## src/hw/cpu_settings.svh

```systemverilog
`ifndef CPU_SETTINGS_SVH
`define CPU_SETTINGS_SVH

// Width of every data word and every address on ROM and RAM
`define CPU_DATA_W 8

// Number of interrupt lines into the sequencer
`define CPU_IRQ_N 2

// ROM locations that hold the start address of each thread
`define CPU_VECTOR_IRQ0 8'hFF
`define CPU_VECTOR_IRQ1 8'hFE

// Address left on the bus when nothing is read or written
`define CPU_BUS_IDLE_ADDR 8'hFF

// Program counter value after reset
// ROM location 0 is expected to hold the idle instruction
`define CPU_RESET_PC 8'h00

`endif

```

## src/hw/cpuPkg.sv

```systemverilog
`include "cpu_settings.svh"

package cpuPkg;

    // One data byte or one address
    typedef logic [`CPU_DATA_W-1:0] byteT;

    // One bit per interrupt line, used for raise and for acknowledge
    typedef logic [`CPU_IRQ_N-1:0] irqVecT;

    //////////////////////////////////////////////////
    // Sequencer states
    // Upper nibble groups the states of one instruction
    typedef enum logic [7:0] {
        stIdle         = 8'hF0,
        stThreadFetch  = 8'hF1,
        stThreadLoad   = 8'hF2,
        stThreadSettle = 8'hF3,
        stDispatch     = 8'h00,
        stReadToA      = 8'h10,
        stReadToB      = 8'h11,
        stReadAddr     = 8'h12,
        stReadWait     = 8'h13,
        stReadLoad     = 8'h14,
        stWriteFromA   = 8'h20,
        stWriteFromB   = 8'h21,
        stWriteIssue   = 8'h22,
        stMathsToA     = 8'h30,
        stMathsToB     = 8'h31,
        stMathsSettle  = 8'h32,
        stBranch       = 8'h40,
        stBranchSkip   = 8'h41,
        stGoto         = 8'h50,
        stGotoLoad     = 8'h51,
        stGotoSettle   = 8'h52
    } seqStateT;

    // Lower nibble of an instruction byte
    typedef enum logic [3:0] {
        opReadA  = 4'h0,
        opReadB  = 4'h1,
        opWriteA = 4'h2,
        opWriteB = 4'h3,
        opMathsA = 4'h4,
        opMathsB = 4'h5,
        opBranch = 4'h6,
        opGoto   = 4'h7,
        opIdle   = 4'h8
    } opcodeT;

    // Upper nibble of a maths or branch instruction
    typedef enum logic [3:0] {
        aluAdd      = 4'h0,
        aluAnd      = 4'h1,
        aluLessThan = 4'h2
    } aluOpT;

    //////////////////////////////////////////////////
    // Registered request towards the data memory
    typedef struct packed {
        byteT addr;
        byteT wrData;
        logic wrEn;
    } busReqT;

    // Per-state control word from the sequencer to the datapath
    typedef struct packed {
        logic regSelLoad;
        logic regSelVal;
        logic loadFromBus;
        logic loadA;
        logic loadB;
        logic busRead;
        logic busWrite;
    } dpCtrlT;

endpackage

```

## src/hw/arithmeticUnit.sv

```systemverilog
`timescale 1ns/1ps

module arithmeticUnit (
    input  cpuPkg::byteT  RegA,
    input  cpuPkg::byteT  RegB,
    input  cpuPkg::aluOpT OpCode,
    output cpuPkg::byteT  AluResult
);
    import cpuPkg::*;

    // Candidate results of the three supported operations
    byteT sumResult;
    byteT andResult;
    byteT lessResult;

    // Sum wraps around at the byte width
    assign sumResult = RegA + RegB;

    // Bitwise and of both operands
    assign andResult = RegA & RegB;

    // Unsigned compare
    // gives 1 when A is below B, zero otherwise
    assign lessResult = byteT'(RegA < RegB);

    //////////////////////////////////////////////////
    // Operation select
    // Pure combinational path, result is valid in the same cycle
    always_comb begin
        case (OpCode)
            aluAdd: begin
                AluResult = sumResult;
            end
            aluAnd: begin
                AluResult = andResult;
            end
            aluLessThan: begin
                AluResult = lessResult;
            end
            // Any unsupported code reads as zero
            // A branch on such a code is never taken
            default: begin
                AluResult = '0;
            end
        endcase
    end

endmodule

```

## src/hw/instructionSequencer.sv

```systemverilog
`timescale 1ns/1ps
`include "cpu_settings.svh"

module instructionSequencer (
    input  logic            CLK,
    input  logic            RESET,
    output cpuPkg::byteT    RomAddr,
    input  cpuPkg::byteT    RomData,
    input  cpuPkg::irqVecT  IrqRaise,
    output cpuPkg::irqVecT  IrqAck,
    input  cpuPkg::byteT    AluResult,
    output cpuPkg::dpCtrlT  DpCtrl
);
    import cpuPkg::*;

    // State and program position
    seqStateT   currState;
    seqStateT   nextState;
    byteT       currPc;
    byteT       nextPc;
    logic [1:0] currOffset;
    logic [1:0] nextOffset;

    // Acknowledge is registered so it lasts exactly one cycle
    irqVecT     currAck;
    irqVecT     nextAck;

    // Lower nibble of the ROM byte is the instruction code
    opcodeT     romOpcode;

    assign romOpcode = opcodeT'(RomData[3:0]);

    // ROM is addressed by program counter plus operand offset
    assign RomAddr = currPc + byteT'(currOffset);
    assign IrqAck  = currAck;

    //////////////////////////////////////////////////
    // Registers
    always_ff @(posedge CLK) begin
        if (RESET) begin
            // Reset lands in dispatch
            // ROM location 0 then sends the machine to idle
            currState  <= stDispatch;
            currPc     <= `CPU_RESET_PC;
            currOffset <= 2'd0;
            currAck    <= '0;
        end else begin
            currState  <= nextState;
            currPc     <= nextPc;
            currOffset <= nextOffset;
            currAck    <= nextAck;
        end
    end

    //////////////////////////////////////////////////
    // Next state and program counter
    always_comb begin
        // Hold by default, offset and acknowledge drop back to zero
        nextState  = currState;
        nextPc     = currPc;
        nextOffset = 2'd0;
        nextAck    = '0;

        case (currState)
            // Wait for an interrupt, line 0 first
            stIdle: begin
                if (IrqRaise[0]) begin
                    nextState = stThreadFetch;
                    nextPc    = `CPU_VECTOR_IRQ0;
                    nextAck   = irqVecT'(1);
                end else if (IrqRaise[1]) begin
                    nextState = stThreadFetch;
                    nextPc    = `CPU_VECTOR_IRQ1;
                    nextAck   = irqVecT'(2);
                end
            end
            // Vector address is on the ROM
            stThreadFetch: begin
                nextState = stThreadLoad;
            end
            // Vector byte has arrived
            stThreadLoad: begin
                nextState = stThreadSettle;
                nextPc    = RomData;
            end
            // Let the first instruction come out of the ROM
            stThreadSettle: begin
                nextState = stDispatch;
            end

            // Decode the instruction, point the ROM at its operand
            stDispatch: begin
                nextOffset = 2'd1;
                case (romOpcode)
                    opReadA:  nextState = stReadToA;
                    opReadB:  nextState = stReadToB;
                    opWriteA: nextState = stWriteFromA;
                    opWriteB: nextState = stWriteFromB;
                    opMathsA: nextState = stMathsToA;
                    opMathsB: nextState = stMathsToB;
                    opBranch: nextState = stBranch;
                    opGoto:   nextState = stGoto;
                    opIdle:   nextState = stIdle;
                    // Unknown codes end the thread
                    default:  nextState = stIdle;
                endcase
            end

            // Memory read, operand byte is the data address
            stReadToA, stReadToB: begin
                nextState = stReadAddr;
            end
            stReadAddr: begin
                nextState = stReadWait;
            end
            // Step over opcode and operand two cycles ahead
            stReadWait: begin
                nextState = stReadLoad;
                nextPc    = currPc + byteT'(2);
            end
            stReadLoad: begin
                nextState = stDispatch;
            end

            // Memory write, address arrives one cycle later
            stWriteFromA, stWriteFromB: begin
                nextState = stWriteIssue;
                nextPc    = currPc + byteT'(2);
            end
            stWriteIssue: begin
                nextState = stDispatch;
            end

            // Maths result is taken while the opcode is on the ROM
            stMathsToA, stMathsToB: begin
                nextState = stMathsSettle;
                nextPc    = currPc + byteT'(1);
            end
            stMathsSettle: begin
                nextState = stDispatch;
            end

            // Branch on nonzero result
            // Taken path reuses the goto load of the target
            stBranch: begin
                if (AluResult != '0) begin
                    nextState = stGotoLoad;
                    nextPc    = currPc + byteT'(1);
                end else begin
                    nextState = stBranchSkip;
                    nextPc    = currPc + byteT'(2);
                end
            end
            stBranchSkip: begin
                nextState = stDispatch;
            end

            // Unconditional jump to the operand byte
            stGoto: begin
                nextState = stGotoLoad;
            end
            stGotoLoad: begin
                nextState = stGotoSettle;
                nextPc    = RomData;
            end
            stGotoSettle: begin
                nextState = stDispatch;
            end

            default: begin
                nextState = stIdle;
            end
        endcase
    end

    //////////////////////////////////////////////////
    // Datapath control per state
    always_comb begin
        DpCtrl = '0;
        case (currState)
            stReadToA, stWriteFromA: begin
                DpCtrl.regSelLoad = 1'b1;
                DpCtrl.regSelVal  = 1'b0;
            end
            stReadToB, stWriteFromB: begin
                DpCtrl.regSelLoad = 1'b1;
                DpCtrl.regSelVal  = 1'b1;
            end
            // Operand byte becomes the read address
            stReadAddr: begin
                DpCtrl.busRead = 1'b1;
            end
            // Read data is on the bus now
            stReadLoad: begin
                DpCtrl.loadFromBus = 1'b1;
            end
            stWriteIssue: begin
                DpCtrl.busWrite = 1'b1;
            end
            stMathsToA: begin
                DpCtrl.loadA = 1'b1;
            end
            stMathsToB: begin
                DpCtrl.loadB = 1'b1;
            end
            default: begin
                DpCtrl = '0;
            end
        endcase
    end

endmodule

```

## src/hw/operandDatapath.sv

```systemverilog
`timescale 1ns/1ps
`include "cpu_settings.svh"

module operandDatapath (
    input  logic            CLK,
    input  logic            RESET,
    input  cpuPkg::dpCtrlT  DpCtrl,
    input  cpuPkg::byteT    RomData,
    input  cpuPkg::byteT    BusDataIn,
    input  cpuPkg::byteT    AluResult,
    output cpuPkg::byteT    RegA,
    output cpuPkg::byteT    RegB,
    output cpuPkg::busReqT  BusReq
);
    import cpuPkg::*;

    // Register select, 0 picks A and 1 picks B
    logic regSel;

    // Bus request fields
    byteT busAddr;
    byteT busData;
    logic busWe;

    // Register chosen for the next write
    byteT selReg;

    assign selReg = regSel ? RegB : RegA;

    //////////////////////////////////////////////////
    // Control state of the bus and the select
    always_ff @(posedge CLK) begin
        if (RESET) begin
            regSel  <= 1'b0;
            busAddr <= `CPU_BUS_IDLE_ADDR;
            busWe   <= 1'b0;
        end else begin
            if (DpCtrl.regSelLoad) begin
                regSel <= DpCtrl.regSelVal;
            end
            // Address falls back to idle when nothing is accessed
            if (DpCtrl.busRead || DpCtrl.busWrite) begin
                busAddr <= RomData;
            end else begin
                busAddr <= `CPU_BUS_IDLE_ADDR;
            end
            // Strobe is high for a single cycle
            busWe <= DpCtrl.busWrite;
        end
    end

    // Write data holds its last value between writes
    always_ff @(posedge CLK) begin
        if (DpCtrl.busWrite) begin
            busData <= selReg;
        end
    end

    //////////////////////////////////////////////////
    // Operand registers
    always_ff @(posedge CLK) begin
        if (DpCtrl.loadFromBus && !regSel) begin
            RegA <= BusDataIn;
        end else if (DpCtrl.loadA) begin
            RegA <= AluResult;
        end
        if (DpCtrl.loadFromBus && regSel) begin
            RegB <= BusDataIn;
        end else if (DpCtrl.loadB) begin
            RegB <= AluResult;
        end
    end

    assign BusReq = '{addr: busAddr, wrData: busData, wrEn: busWe};

endmodule

```

## src/hw/processorTop.sv

```systemverilog
`timescale 1ns/1ps

module processorTop (
    input  logic            CLK,
    input  logic            RESET,
    output cpuPkg::busReqT  BusReq,
    input  cpuPkg::byteT    BusDataIn,
    output cpuPkg::byteT    RomAddr,
    input  cpuPkg::byteT    RomData,
    input  cpuPkg::irqVecT  IrqRaise,
    output cpuPkg::irqVecT  IrqAck
);
    import cpuPkg::*;

    // Per-state control from sequencer to datapath
    dpCtrlT dpCtrl;

    // Operands and result shared by all three blocks
    byteT   regA;
    byteT   regB;
    byteT   aluResult;

    //////////////////////////////////////////////////
    // State machine, program counter and interrupts
    instructionSequencer i_instructionSequencer (
        .CLK       (CLK),
        .RESET     (RESET),
        .RomAddr   (RomAddr),
        .RomData   (RomData),
        .IrqRaise  (IrqRaise),
        .IrqAck    (IrqAck),
        .AluResult (aluResult),
        .DpCtrl    (dpCtrl)
    );

    // A and B registers with the bus request
    operandDatapath i_operandDatapath (
        .CLK       (CLK),
        .RESET     (RESET),
        .DpCtrl    (dpCtrl),
        .RomData   (RomData),
        .BusDataIn (BusDataIn),
        .AluResult (aluResult),
        .RegA      (regA),
        .RegB      (regB),
        .BusReq    (BusReq)
    );

    // Operation code is the upper nibble of the instruction on the ROM
    arithmeticUnit i_arithmeticUnit (
        .RegA      (regA),
        .RegB      (regB),
        .OpCode    (aluOpT'(RomData[7:4])),
        .AluResult (aluResult)
    );

endmodule

```

## config.mk

```make
export PLATFORM = sky130hd
export DESIGN_NAME = processorTop
export DESIGN_NICKNAME = d
export VERILOG_FILES = /design/src/hw/cpuPkg.sv /design/src/hw/arithmeticUnit.sv /design/src/hw/instructionSequencer.sv /design/src/hw/operandDatapath.sv /design/src/hw/processorTop.sv
export VERILOG_INCLUDE_DIRS = /design/src /design/src/hw
export SDC_FILE = /design/constraint.sdc
export NUM_CORES = 1
export LEC_CHECK = 0
export BUFFER_PORTS_ARGS = -buffer_cell sky130_fd_sc_hd__buf_4
export CELL_PAD_IN_SITES_DETAIL_PLACEMENT = 1
export CELL_PAD_IN_SITES_GLOBAL_PLACEMENT = 1
export CORE_MARGIN = 2
export CORE_UTILIZATION = 35
export DETAILED_ROUTE_END_ITERATION = 7
export GPL_ROUTABILITY_DRIVEN = 0
export PLACE_DENSITY_LB_ADDON = 0.1
export SLEW_MARGIN = 20
export SYNTH_ARGS = -nofsm -noshare
export SYNTH_HDL_FRONTEND = slang
export SYNTH_SLANG_ARGS = --single-unit
```

## constraint.sdc

```tcl
create_clock -name CLK -period 5.45 [get_ports CLK]
set_input_delay 1.09 -clock CLK [delete_from_list [all_inputs] [get_ports CLK]]
set_output_delay 1.09 -clock CLK [all_outputs]
set_load 0.05 [all_outputs]
```

==> metrics.txt <==
slew margin rel. 0.2963; Hold Crit Start i_instructionSequencer.currPc[7]; synthesized flop and latch total 52; Reg clk slew, reported paths 110 ps; CTS buffer count 5; Cell Area, Synth 3651 um2; Pwr Density 388.2 nW/um2; Sequential Power Share 0.379; CP Capture Type flip-flop; Syn Area/Cell 8.949 um2; drt initial violations 92; register area share after synthesis 0.3509; CP Data Required Time 5650 ps; area leader, netlist edfxtp_1; worst setup margin 1902 ps; Critical Path Start Type flip-flop; max_cap viols 0; Synth warnings 0; DR DRC count 0; worst skew pair latency 320 ps; most common cell in the netlist nor2_1; IO Port Bufs 46; GRT Total Usage 0.2022; FMAX 281.9 MHz; clk root buf clkbuf_8; switching power 0.0007580 W; setup TNS 0 ps; largest cells by area after synthesis edfxtp_1 (20%), dfxtp_1 (15%), ha_1 (7.2%), mux2_2 (5.2%), nor2_1 (3.6%); share of the synthesized area in the top cell type 0.1974; # rows 37; Synth Instances 408; Vias/cell 5.710; crit path from i_operandDatapath.RegA[2]; pre-CTS setup slack 1715 ps; first-pass GRT wire length 18,020 um; min-delay worst type reg -> reg; Tcrit/Tclk final 0.6509; Final Hold Vio Count 0; total grt overflow 0; Clk pwr share 0.151; Final Core Density 0.4070; RSZ-0062 raised after global routing false; vias in the first global route 3,414; CTS H-tree lvls 2; WHS Path Cells 1; Async SR Flop Fraction 0; Cell Area, Placed 4070 um2; die area 11,260 um2; R2R cell count 9; static leakage 1.642 nW; Post-CTS Resized 0; Final min period 3548 ps; Vias 3,283; Reg-to-Reg Start i_operandDatapath.RegA[2]; final setup violation count 0; max-slew violations 0; Main synth FF type dfxtp_1; RR Endpoint i_instructionSequencer.currPc[2]; Post-Syn Nets 450; critical path type reg -> reg; Worst-Margin Slew 1041 ps; WP data arrival 3750 ps; total wire length 11,020 um; EDFF count, synth 24; combinational group share of total power 0.471; Initial Util 0.3569; TritonCTS clock tree built; dpl hpwl 8224 um; Layout area overhead 14.05%; R2R setup slack 1900 ps; most frequent cells after synthesis nor2_1 (35), dfxtp_1 (28), nand2_1 (28); cts hold-fix bufs 0; status finished, final reports clean; Die Span Y 106.1 um; cell area after layout 4164 um2; area of the core 10,230 um2; pin count of the biggest net entering global routing 22; ratio of cells with drive above 1 in the final layout 0.1913; Int Power 0.0008586 W; antenna cells 0; Ports 47; chip width 106.1 um; Layout Nets 480; Net Sw Frac 0.4689; First-pass DRT Iterations 6; Avg WL per Cell 19.17 um; Clock Skew 14.51 ps; initial antenna violation count 0; Distinct cells, synth 74; Critical Path Fanout Max 7; maximum clock path buffer count 2; worst IR drop on VDD 247.3 uV; fillcell total 1,222; WHS Endpoint i_instructionSequencer.currPc[7]; setup bufs post-CTS 0; Clock Sinks 52; number of routed nets with antenna violations 0
==> cell type report <==
| type | count | area (um2) | area share |
|---|---|---|---|
| Multi-Input combinational cell | 313 | 2192 | 0.5264 |
| Timing Repair Buffer | 47 | 352.8 | 0.08474 |
| Sequential cell | 52 | 1281 | 0.3077 |
| Clock buffer | 5 | 68.82 | 0.01653 |
| Clock inverter | 3 | 25.02 | 0.006010 |
| Inverter | 19 | 73.82 | 0.01773 |
| Tap cell | 136 | 170.2 | 0.04087 |
==> through the flow <==
stage	std cells	hold slack, ps	total power (W)
final	575	579.6	0.001617
after floorplan	408	468.4	0.001162
after detailed placement	567	552.0	0.001380
after CTS	575	578.4	0.001626
after global placement	567	552.6	0.001364
after global routing	575	608.2	0.001739
==> how the worst max path moves through the flow <==
stage               slack (ps)                               end  cells after the start
floorplan                 2310  i_instructionSequencer.currPc[2]                      9
global placement          1920  i_instructionSequencer.currPc[2]                      9
detailed placement        1720  i_instructionSequencer.currPc[4]                      9
CTS                       1860  i_instructionSequencer.currPc[2]                      9
global route              1630  i_instructionSequencer.currPc[2]                     10
finish                    1900  i_instructionSequencer.currPc[2]                      9
==> cell usage in the layout (no fill, tap or decap), types with 3 or more instances in the layout <==
| master | instances |
|---|---|
| nand2_1 | 28 |
| nor4b_1 | 3 |
| nor3_1 | 11 |
| and4_1 | 3 |
| dfxtp_1 | 28 |
| ha_1 | 21 |
| nand3_1 | 11 |
| mux2_2 | 17 |
| a21o_1 | 5 |
| nand3b_1 | 3 |
| inv_1 | 18 |
| o311ai_1 | 4 |
| edfxtp_1 | 24 |
| nor2_1 | 35 |
| nor2b_1 | 6 |
| nor4_1 | 4 |
| o211ai_1 | 3 |
| buf_4 | 47 |
| nand4_1 | 8 |
| o21ai_0 | 19 |
| nand4b_1 | 4 |
| o31ai_1 | 4 |
| clkbuf_8 | 5 |
| nor3b_1 | 6 |
| a21oi_1 | 25 |
| a31oi_1 | 6 |
| nand2b_1 | 14 |
| xor2_1 | 4 |
| a41oi_1 | 3 |
| o21a_1 | 4 |
| xnor2_1 | 8 |
| mux2i_1 | 6 |
==> routing by layer <==
metal  track usage  vias up  routed length [um]  part of all wire
li1              -     1578                   -                 -
met1        0.2403     1628                4769              0.43
met2        0.3741       59                5658              0.51
met3       0.02452       18                 294             0.027
met4       0.06767        0                 298             0.027
met5             0        -                   0                 0
==> power groups by stage <==
stage,Sequential (W),Combinational (W),Clock [W]
after floorplan,0.000532,0.000630,0
after global placement,0.000616,0.000748,0
after detailed placement,0.000619,0.000761,0
after CTS,0.000610,0.000764,0.000252
after global routing,0.000627,0.000850,0.000262
final,0.000612,0.000761,0.000244
==> kinds of logic after synthesis <==
group                      synth area share
adders and majority gates           0.07745
AOI/OAI and AO/OA                    0.2029
muxes                               0.06888
xor gates and xnor gates            0.02879
and+or+nand+nor                      0.2224
buffers and inverters               0.04866
DFF                                  0.3509
==> critical path, cell delays in order (launching register included) <==
cell,delay [ps]
edfxtp_1,460
ha_1,420
nor3b_2,290
o311ai_1,160
and4_1,220
o31ai_1,710
a41oi_1,390
or2_1,390
a221oi_1,310
nor4_1,80
==> registers in the layout (all words and copies together), names as in the netlist <==
register and cells:
i_operandDatapath.RegB 8, i_instructionSequencer.currPc 8, i_operandDatapath.regSel 1, i_operandDatapath.busAddr 8
i_instructionSequencer.currState 7, i_instructionSequencer.IrqAck 2, i_operandDatapath.busData 8, i_operandDatapath.busWe 1
i_operandDatapath.RegA 8, i_instructionSequencer.currOffset 1
Note: power is estimated with default switching activity, not from simulation.
